## src/hdl/tage_consts.svh

```systemverilog
`ifndef TAGE_CONSTS_SVH
`define TAGE_CONSTS_SVH

// tagged banks
`define TAGE_BANKS 4
`define TAGE_IDX_W 8
`define TAGE_TAG_W 8
`define TAGE_CTR_W 3
`define TAGE_U_W 2

// bimodal base table
`define TAGE_BASE_IDX_W 10
`define TAGE_BASE_CTR_W 2

// global history and the length each bank sees
`define TAGE_GHIST_W 32
`define TAGE_HIST_LEN0 4
`define TAGE_HIST_LEN1 8
`define TAGE_HIST_LEN2 16
`define TAGE_HIST_LEN3 32

`define TAGE_PC_W 32

`endif

```

## src/hdl/tage_pkg.sv

```systemverilog
`include "tage_consts.svh"

package tage_pkg;

	typedef logic [`TAGE_PC_W-1:0] pc_t;
	typedef logic [`TAGE_IDX_W-1:0] tage_idx_t;
	typedef logic [`TAGE_TAG_W-1:0] tage_tag_t;
	typedef logic [`TAGE_CTR_W-1:0] tage_ctr_t;
	typedef logic [`TAGE_U_W-1:0] tage_u_t;
	typedef logic [`TAGE_BASE_IDX_W-1:0] base_idx_t;
	typedef logic [`TAGE_BASE_CTR_W-1:0] base_ctr_t;
	typedef logic [`TAGE_GHIST_W-1:0] ghist_t;

	typedef struct packed {
		tage_tag_t tag;
		tage_ctr_t ctr;
		tage_u_t u;
	} tage_entry_t;

	// one lookup, handed back at resolve
	typedef struct packed {
		tage_idx_t [`TAGE_BANKS-1:0] idx;
		tage_tag_t [`TAGE_BANKS-1:0] tag;
		// stored tag of each row read, kept so a u decay rewrites it unchanged
		tage_tag_t [`TAGE_BANKS-1:0] rd_tag;
		logic [`TAGE_BANKS-1:0] hit;
		logic [`TAGE_BANKS-1:0] u_nz;
		tage_ctr_t [`TAGE_BANKS-1:0] ctr;
		tage_u_t [`TAGE_BANKS-1:0] u;
		logic provider_hit;
		logic [1:0] provider;
		base_idx_t base_idx;
		base_ctr_t base_ctr;
		logic pred_taken;
		logic base_taken;
	} tage_meta_t;

endpackage

```

## src/hdl/tage_update.sv

```systemverilog
`include "tage_consts.svh"

module tage_update (
	input  logic resolve_valid,
	input  logic resolve_taken,
	input  tage_pkg::tage_meta_t meta,
	output logic [`TAGE_BANKS-1:0] bank_we,
	output tage_pkg::tage_idx_t [`TAGE_BANKS-1:0] bank_widx,
	output tage_pkg::tage_entry_t [`TAGE_BANKS-1:0] bank_wentry,
	output logic base_we,
	output tage_pkg::base_ctr_t base_wctr
);

	localparam int BANKS = `TAGE_BANKS;

	logic mispred;
	logic [BANKS-1:0] above;
	logic [BANKS-1:0] cand;
	logic [BANKS-1:0] prov_we;
	logic [BANKS-1:0] alloc_we;
	logic [BANKS-1:0] decay_we;
	tage_pkg::tage_ctr_t weak_ctr;

	function automatic tage_pkg::tage_ctr_t ctr_step(tage_pkg::tage_ctr_t c, logic t);
		if (t && c != '1) begin
			return c + 1'b1;
		end else if (!t && c != '0) begin
			return c - 1'b1;
		end
		return c;
	endfunction

	function automatic tage_pkg::base_ctr_t base_step(tage_pkg::base_ctr_t c, logic t);
		if (t && c != '1) begin
			return c + 1'b1;
		end else if (!t && c != '0) begin
			return c - 1'b1;
		end
		return c;
	endfunction

	function automatic tage_pkg::tage_u_t u_step(tage_pkg::tage_u_t u, logic up);
		if (up && u != '1) begin
			return u + 1'b1;
		end else if (!up && u != '0) begin
			return u - 1'b1;
		end
		return u;
	endfunction

	assign mispred = meta.pred_taken != resolve_taken;

	// allocation window, every bank when nothing hit
	always_comb begin
		above = '0;
		for (int b = 0; b < BANKS; b++) begin
			if (!meta.provider_hit || b > meta.provider) begin
				above[b] = 1'b1;
			end
		end
	end

	assign cand = above & ~meta.u_nz;

	// lowest free bank wins; if none, age everything above the provider
	assign alloc_we = (resolve_valid && mispred) ? (cand & (~cand + 1'b1)) : '0;
	assign decay_we = (resolve_valid && mispred && cand == '0) ? above : '0;
	assign prov_we = (resolve_valid && meta.provider_hit) ? (BANKS'(1) << meta.provider) : '0;
	assign bank_we = prov_we | alloc_we | decay_we;

	assign weak_ctr = resolve_taken ? tage_pkg::tage_ctr_t'(4) : tage_pkg::tage_ctr_t'(3);

	always_comb begin
		for (int b = 0; b < BANKS; b++) begin
			bank_widx[b] = meta.idx[b];
			bank_wentry[b].tag = meta.rd_tag[b];
			bank_wentry[b].ctr = meta.ctr[b];
			bank_wentry[b].u = u_step(meta.u[b], 1'b0);
			if (prov_we[b]) begin
				bank_wentry[b].ctr = ctr_step(meta.ctr[b], resolve_taken);
				bank_wentry[b].u = meta.u[b];
				// u only moves when the provider overrode the base
				if (meta.pred_taken != meta.base_taken) begin
					bank_wentry[b].u = u_step(meta.u[b], !mispred);
				end
			end else if (alloc_we[b]) begin
				bank_wentry[b].tag = meta.tag[b];
				bank_wentry[b].ctr = weak_ctr;
				bank_wentry[b].u = '0;
			end
		end
	end

	assign base_we = resolve_valid && !meta.provider_hit;
	assign base_wctr = base_step(meta.base_ctr, resolve_taken);

endmodule

```

## config.mk

```make
export PLATFORM = sky130hd
export DESIGN_NAME = tage_update
export DESIGN_NICKNAME = d
export VERILOG_FILES = /design/src/hdl/tage_pkg.sv /design/src/hdl/tage_update.sv
export VERILOG_INCLUDE_DIRS = /design/src /design/src/hdl
export SDC_FILE = /design/constraint.sdc
export NUM_CORES = 1
export LEC_CHECK = 0
export BUFFER_PORTS_ARGS = -buffer_cell sky130_fd_sc_hd__buf_4
export CELL_PAD_IN_SITES_DETAIL_PLACEMENT = 0
export CELL_PAD_IN_SITES_GLOBAL_PLACEMENT = 1
export CORE_ASPECT_RATIO = 2
export CORE_MARGIN = 2
export CORE_UTILIZATION = 20
export DETAILED_ROUTE_END_ITERATION = 12
export GPL_ROUTABILITY_DRIVEN = 0
export GPL_TIMING_DRIVEN = 0
export PLACE_DENSITY = 0.78
export RECOVER_POWER = 50
export SETUP_SLACK_MARGIN = 0.02
export SYNTH_ARGS = -nofsm -noshare
export SYNTH_HDL_FRONTEND = slang
export SYNTH_SLANG_ARGS = --single-unit
```

## constraint.sdc

```tcl
create_clock -name vclk -period 2
set_input_delay 0.1 -clock vclk [all_inputs]
set_output_delay 0.1 -clock vclk [all_outputs]
set_load 0.005 [all_outputs]
```

# --- Word-level counts from Yosys, hierarchy flattened ---
# Index checks and enable logic that the tools add are counted.
classes:
  add_sub_neg: 19
  magnitude_cmp: 3
  eq_ne: 11
  n_shift: 1
  muxes: 93
  bitwise: 6
  n_reduce_logical: 38
ops:
  columns: ["op", "count"]
  rows:
  - ["2-to-1 mux 2 bit", 27]
  - ["2-to-1 mux 13 bit", 4]
  - ["2-to-1 mux 3 bit", 13]
  - ["2-to-1 mux 1 bit", 38]
  - ["2-to-1 mux 8 bit", 4]
  - ["logical AND 1 bit", 22]
  - ["2-to-1 mux 5 bit", 4]
  - ["adder 3 x 1 -> 3 bit, second input constant", 4]
  - ["2-to-1 mux 4 bit", 3]
  - ["inequality test 3 bit, second input constant", 4]
  - ["nonzero test 3 bit", 4]
  - ["subtractor 3 x 1 -> 3 bit, second input constant", 4]
  - ["adder 2 x 1 -> 2 bit, second input constant", 5]
  - ["inequality test 2 bit, second input constant", 5]
  - ["nonzero test 2 bit", 5]
  - ["subtractor 2 x 1 -> 2 bit, second input constant", 5]
  - ["AND 4 bit", 2]
  - ["inverter 4 bit", 2]
  - ["OR 4 bit", 2]
  - ["adder 4 x 1 -> 4 bit, second input constant", 1]
  - ["> comparator 2 bit, first input constant", 2]
  - ["zero test 4 bit", 1]
  - ["left shift 1 x 2 -> 4 bit, first input constant", 1]
  - ["zero test 1 bit", 3]
  - ["3 further kinds", 6]
totals:
  reg_bits: 0
  word_cells: 171

# --- Depth between registers and ports, before layout ---
# Gate-level depths: netlist of the first run.
depth:
  depth_word: 10
  depth_mapped: 10
  mapped_depth_nobuf: 7

# --- Worst setup path before layout of the first run ---
# Ideal clock, no wire load.
synth_timing:
  kind: "input -> output"
  from: "input resolve_taken"
  to: "output bank_wentry[30] (netlist name)"
  t_arrival_ps: 2054
  slack_ps: -154
  cell_stages: 10
  n_path_buf: 4
  cell_sequence: "buf_6 buf_2 buf_2 buf_1 nand2b_1 fa_1 or2_2 o22ai_1 mux2i_1 a211oi_1"
synth_lines:
  columns: ["element", "line_no", "text"]
  rows:
  - ["from (decl)", "tage_update.sv:5", "input logic resolve_taken,"]
  - ["to (decl)", "tage_update.sv:9", "output tage_pkg::tage_entry_t [`TAGE_BANKS-1:0] bank_wentry,"]

==> metrics.txt, run 1 <==
Final Non-Filler Cells=597; drt total wl=8.38 mm; crit end category=output port; setup violators final=0; total iterations of the first detailed-routing run=5; min-delay src=meta[126]; Worst Tran Pin Value=0.608 ns; Crit Path Category=primary input to output port; grt total ovfl=0; Avg WL per Cell=14.0 um; die footprint=11,300 um2; DRC=0; Routed Antenna Nets=0; vias in the first global route=2,726; CTS Hold Buffers Added=0; crit-path leading delay family=simple AND/OR/NAND/NOR gates; final worst path period share=0.951; total track usage=0.133; largest net degree at the start of global routing=17; Yosys top cell by area=mux2_2; sequential-to-total area share from yosys stat=0; Worst IR Drop VDD=0.0000745 V; die height=149 um; Synth Area per Inst=7.58 um2; CP Launch Type=primary input; CP Data Arrival Time=1.80 ns; Final Cell Area=3700 um2; seq_cells=0; Leak=1.88 nW; max-cap violations=0; fmax=526 MHz; status=finished, final reports clean; row count=52; dpl ws=-0.399 ns; Post-Place Cell Area=3660 um2; RSZ-0062 raised after global routing=no; final setup margin=0.0989 ns; Yosys cell types=55; antenna violations before repair=0; critical path startpoint=meta[33]; maximum fanout along the worst path=6; first-pass GRT wire length=12.9 mm; Port Buffers=186; hold_ws=0.388 ns; Slew HR=0.594; CLK BUF=0; fillers=1,134; Ys Warns=0; Syn Nets=436; core area=10,100 um2; Syn Inst Count=276; top area cells in the synthesized netlist=mux2_2 18%, buf_4 11%, ha_1 7.8%; DR iter-0 viols=43; Via density=4.60; power density over cell area=209 nW/um2; area delta synth->final=76.9%; Ant. Diodes=0; via count=2,749; layout cells sized above 1=0.600; Mapped Area=2090 um2; CP max-delay cell=fa_2; CP cell instances=buf_4 -> and3_1 -> nand2b_1 -> fa_2 -> or2_2 -> o22ai_2 -> mux2i_1 -> a211oi_2 -> buf_4; Pwr Total=0.774 mW; Crit path largest cell delay=0.34 ns; Die X=76.3 um; Critical Path Most Common Cell=buf_4; Required @ worst endpoint=1.90 ns; Hold Fails Final Rpt=0; crit path time final=1.90 ns; fin nets=624; Synth top area share=0.178; Reg area=0 um2; WP buf/inv=2; dpl cells=597; hold crit path type=primary input to output port; starting density of the core=0.206; post-DP HPWL=7.35 mm; fin. max-slew vios=0; # IOs=234
[cells by family after synthesis]
logic type,after synthesis,synth area share
AO/OA/AOI/OAI,75,0.244
XOR/XNOR,5,0.0245
adder cells (fa/ha/maj),19,0.126
buffers and inverters,64,0.185
multiplexers,42,0.237
AND/OR/NAND/NOR,71,0.184
[metal layers]
metal | vias to the layer above | part of all wire | global-route usage | routed length [um]
li1 | 1347 | - | - | -
met1 | 1238 | 0.34 | 0.133 | 2850
met2 | 160 | 0.56 | 0.280 | 4700
met3 | 4 | 0.092 | 0.0291 | 767
met4 | 0 | 0.0073 | 0.0145 | 61
met5 | - | 0 | 0 | 0
[metrics by stage]
stage,TNS [ns],util
after floorplan,0,-
after global placement,-1.66,0.361
after detailed placement,-1.72,0.361
after CTS,0,0.364
after global routing,0,0.365
final,0,0.365
[final timing paths]
kind                     endpoint  slack, ns  depth (start not counted)
setup / recovery  bank_wentry[30]        0.1                          9
hold / removal      bank_widx[17]       0.39                          2
[placed cells by master, fill, tap and decap left out, types with 9 or more instances in the layout]
cell        n
clkbuf_4   37
inv_1      19
buf_4     179
nand2_1    17
mux2_2     32
a21oi_1    13
nor2_1     14
o21ai_0    14
ha_1       13
nand3_1     9
[cells in the mapped netlist (2+ instances only)]
cell type,number
and3_1,2
ha_1,13
a21oi_1,13
buf_4,32
maj3_1,2
or3_1,7
o221ai_1,4
a21o_1,3
nand3_1,9
and2_1,3
o21a_1,5
nand2_1,17
buf_2,8
mux2_4,7
nand2b_1,2
o22ai_1,8
nor2_1,14
nor3_1,3
o21ai_0,14
a211o_1,4
and4b_1,2
a31oi_1,6
inv_1,19
xnor2_1,4
fa_1,4
a221o_1,3
o21bai_1,3
mux2_2,33
nand4_1,2
a21boi_0,3
buf_6,2
mux2i_1,2
[area by class of cell]
type               instances  area, um2  area share
multi-input cells        212       1730       0.468
repair buffers           187       1390       0.377
plain buffers             44        335      0.0906
well taps                135        169      0.0457
inverters                 19       71.3      0.0193
[power by group]
part / internal, mW / total (mW) / switching [mW]
Clock: 0 / 0 / 0
Sequential: 0 / 0 / 0
Combinational: 0.467 / 0.774 / 0.307
Total: 0.467 / 0.774 / 0.307
[repair_timing]
action,4_1_cts,5_1_grt
gates resized for setup,7,3
endpoints found under the setup margin,8,3
setup buffers,1,0
Power figures use the tool's default switching activity.
==> run 2, diff against run 1 <==
--- a/config.mk
+++ b/config.mk
@@ -6,12 +6,13 @@
 export SDC_FILE = /design/constraint.sdc
 export NUM_CORES = 1
 export LEC_CHECK = 0
+export ABC_AREA = 1
 export BUFFER_PORTS_ARGS = -buffer_cell sky130_fd_sc_hd__buf_4
 export CELL_PAD_IN_SITES_DETAIL_PLACEMENT = 0
 export CELL_PAD_IN_SITES_GLOBAL_PLACEMENT = 1
 export CORE_ASPECT_RATIO = 2
 export CORE_MARGIN = 2
-export CORE_UTILIZATION = 20
+export CORE_UTILIZATION = 19
 export DETAILED_ROUTE_END_ITERATION = 12
 export GPL_ROUTABILITY_DRIVEN = 0
 export GPL_TIMING_DRIVEN = 0
==> run 2 against run 1 <==
Utilization down 3.3 points; largest power group unchanged; non-clock buffer count shrank 5; design area rose by 1.1%; worst hold slack lost 0.0010 ns; total power rose by 0.97%; count of clock-buffer cells in the layout stayed put.
==> metrics.txt, run 2 <==
status=finished, final reports clean; most common cell after layout, fill and taps aside=nand2_1; Synth Area per Inst=5.25 um2 (-31%); fin. max-slew vios=0 (unchanged); crit path time final=1.70 ns (-0.202 ns); total iterations of the first detailed-routing run=4 (-1); first-pass GRT wire length=13.3 mm (+3.5%); combinational power share=1.000 (about the same); post-DP HPWL=7.82 mm (+6.4%); Die X=79.8 um (+4.6%); Syn Inst Count=416 (+51%); area delta synth->final=71.2%; max-cap violations=0 (unchanged); CTS Hold Buffers Added=0 (unchanged); Syn Nets=576 (+32%); DR iter-0 viols=65 (+51%); crit end category=output port; Yosys cell types=34 (-38%); Yosys top cell by area=nand2_1; seq_cells=0 (unchanged); Hold Crit Depth=2 (unchanged); maximum fanout along the worst path=10 (+4); largest net degree at the start of global routing=11 (-6); Port Buffers=186 (unchanged); commonest cells in the netlist=187 x nand2_1, 47 x nand3_1, 43 x inv_1; WP buf/inv=4 (+2); Hold EP=bank_widx[30]; RSZ-0062 raised after global routing=no; core area=11,300 um2 (+11%); Slew HR=0.607 (+0.0121); Synth top area share=0.321 (+0.144); setup TNS=0 ns (unchanged); power density over cell area=209 nW/um2 (-0.14%); die height=156 um (+4.7%); CP Launch Type=primary input; commonest cells after routing, fill and taps aside=187 x nand2_1, 184 x buf_4, 47 x nand3_1, 44 x inv_1, 35 x clkbuf_4; Mapped Area=2180 um2 (+4.4%); Required @ worst endpoint=1.90 ns (about the same); Power Internal=0.421 mW (-9.8%); starting density of the core=0.194 (-0.0125); hold crit path type=primary input to output port; Pwr Total=0.782 mW (+0.97%); CP Data Arrival Time=1.60 ns (-0.20 ns); post-CTS sizing=0 (-7); dpl ws=0.444 ns (+0.843 ns); Ant. Diodes=0 (unchanged); CP max-delay cell=nor2_2; die footprint=12,400 um2 (+9.5%); drt total wl=8.89 mm (+6.1%); Ys Warns=0 (unchanged); Routed Antenna Nets=0 (unchanged); grt total ovfl=0 (unchanged); Worst Tran Pin Value=0.590 ns (-0.0188 ns); crit-path leading delay family=simple AND/OR/NAND/NOR gates; vias in the first global route=2,940 (+7.9%); fillers=1,269 (+12%); top area cells in the synthesized netlist=nand2_1 32%, buf_4 12%, nand3_1 11%; Crit path largest cell delay=0.46 ns (+0.12 ns); min-delay src=meta[139]; most frequent cell after synthesis=nand2_1; Crit Path Category=primary input to output port; Worst IR Drop VDD=0.0000772 V (+3.6%); Reg area=0 um2 (unchanged); sw frac=0.461 (+0.0645); clock share of power=0 (unchanged); Hold Fails Final Rpt=0 (unchanged); fmax=589 MHz (+12%); DRC=0 (unchanged); CP cell instances=buf_6 -> inv_4 -> nand2_4 -> nand3_4 -> nor2_2 -> nand3_4 -> buf_6 -> nand3_1 -> nand2_1 -> buf_4; fin nets=764 (+22%); layout cells sized above 1=0.422 (-0.178); Via density=4.29 (-6.8%); final setup margin=0.301 ns (+0.202 ns); via count=3,192 (+16%); Net Sw Power=0.360 mW (+17%); total track usage=0.130 (-0.00339); CLK BUF=0 (unchanged); final worst path period share=0.849 (-0.101); setup bufs post-CTS=0 (-1); setup violators final=0 (unchanged); row count=55 (+5.8%); multi-input logic area=1670 um2 (-3.3%); antenna violations before repair=0 (unchanged); sequential-to-total area share from yosys stat=0 (unchanged); Leak=2.26 nW (+20%); Avg WL per Cell=12.0 um (-15%); sequential share of power=0 (unchanged); # IOs=234 (unchanged)
## run 2: area by class of cell
cell class / count / area share
Buffer: 40 / 0.0789
Inverter: 52 / 0.0542
Multi-Input combinational cell: 324 / 0.447
Tap cell: 142 / 0.0475
Timing Repair Buffer: 186 / 0.372
## run 2: per-stage QoR
stage | cell area (um2) | utilization | hold WS (ns) | std cells
4_1_cts | 3760 | 0.333 | 0.366 | 744
3_5_place_dp | 3760 | 0.333 | 0.366 | 744
3_3_place_gp | 3760 | 0.333 | 0.366 | 744
2_1_floorplan | 2180 | - | 0.255 | 416
5_1_grt | 3740 | 0.331 | 0.390 | 744
6_report | 3740 | 0.331 | 0.387 | 744
## run 2: worst max-delay path by stage
stage	start	endpoint	slack (ns)	depth (start not counted)
global route	resolve_taken	bank_wentry[4]	0.17	10
CTS	meta[16]	bank_wentry[29]	0.43	7
floorplan	resolve_taken	bank_wentry[4]	0.81	10
detailed placement	meta[16]	bank_wentry[29]	0.44	7
global placement	resolve_taken	bank_wentry[30]	0.44	7
finish	resolve_taken	bank_wentry[27]	0.30	10
## run 2: power groups by stage
stage / Clock [mW] / Combinational, mW / Sequential (mW)
floorplan: 0 / 0.370 / 0
global placement: 0 / 0.782 / 0
detailed placement: 0 / 0.800 / 0
CTS: 0 / 0.803 / 0
global route: 0 / 0.872 / 0
finish: 0 / 0.782 / 0
## run 2: cell families after synthesis
| logic type | after synthesis | share of synthesized area |
|---|---|---|
| AND/OR/NAND/NOR | 280 | 0.586 |
| AO/OA/AOI/OAI | 26 | 0.0704 |
| adder cells (fa/ha/maj) | 17 | 0.111 |
| XOR/XNOR | 1 | 0.00401 |
| buffers and inverters | 92 | 0.228 |
## run 2: per-layer routing
metal / routed length [um] / track usage / up-vias / part of all wire
li1: - / - / 1636 / -
met1: 2970 / 0.131 / 1382 / 0.33
met2: 4920 / 0.271 / 168 / 0.55
met3: 864 / 0.0185 / 6 / 0.097
met4: 139 / 0.0202 / 0 / 0.016
met5: 0 / 0 / - / 0
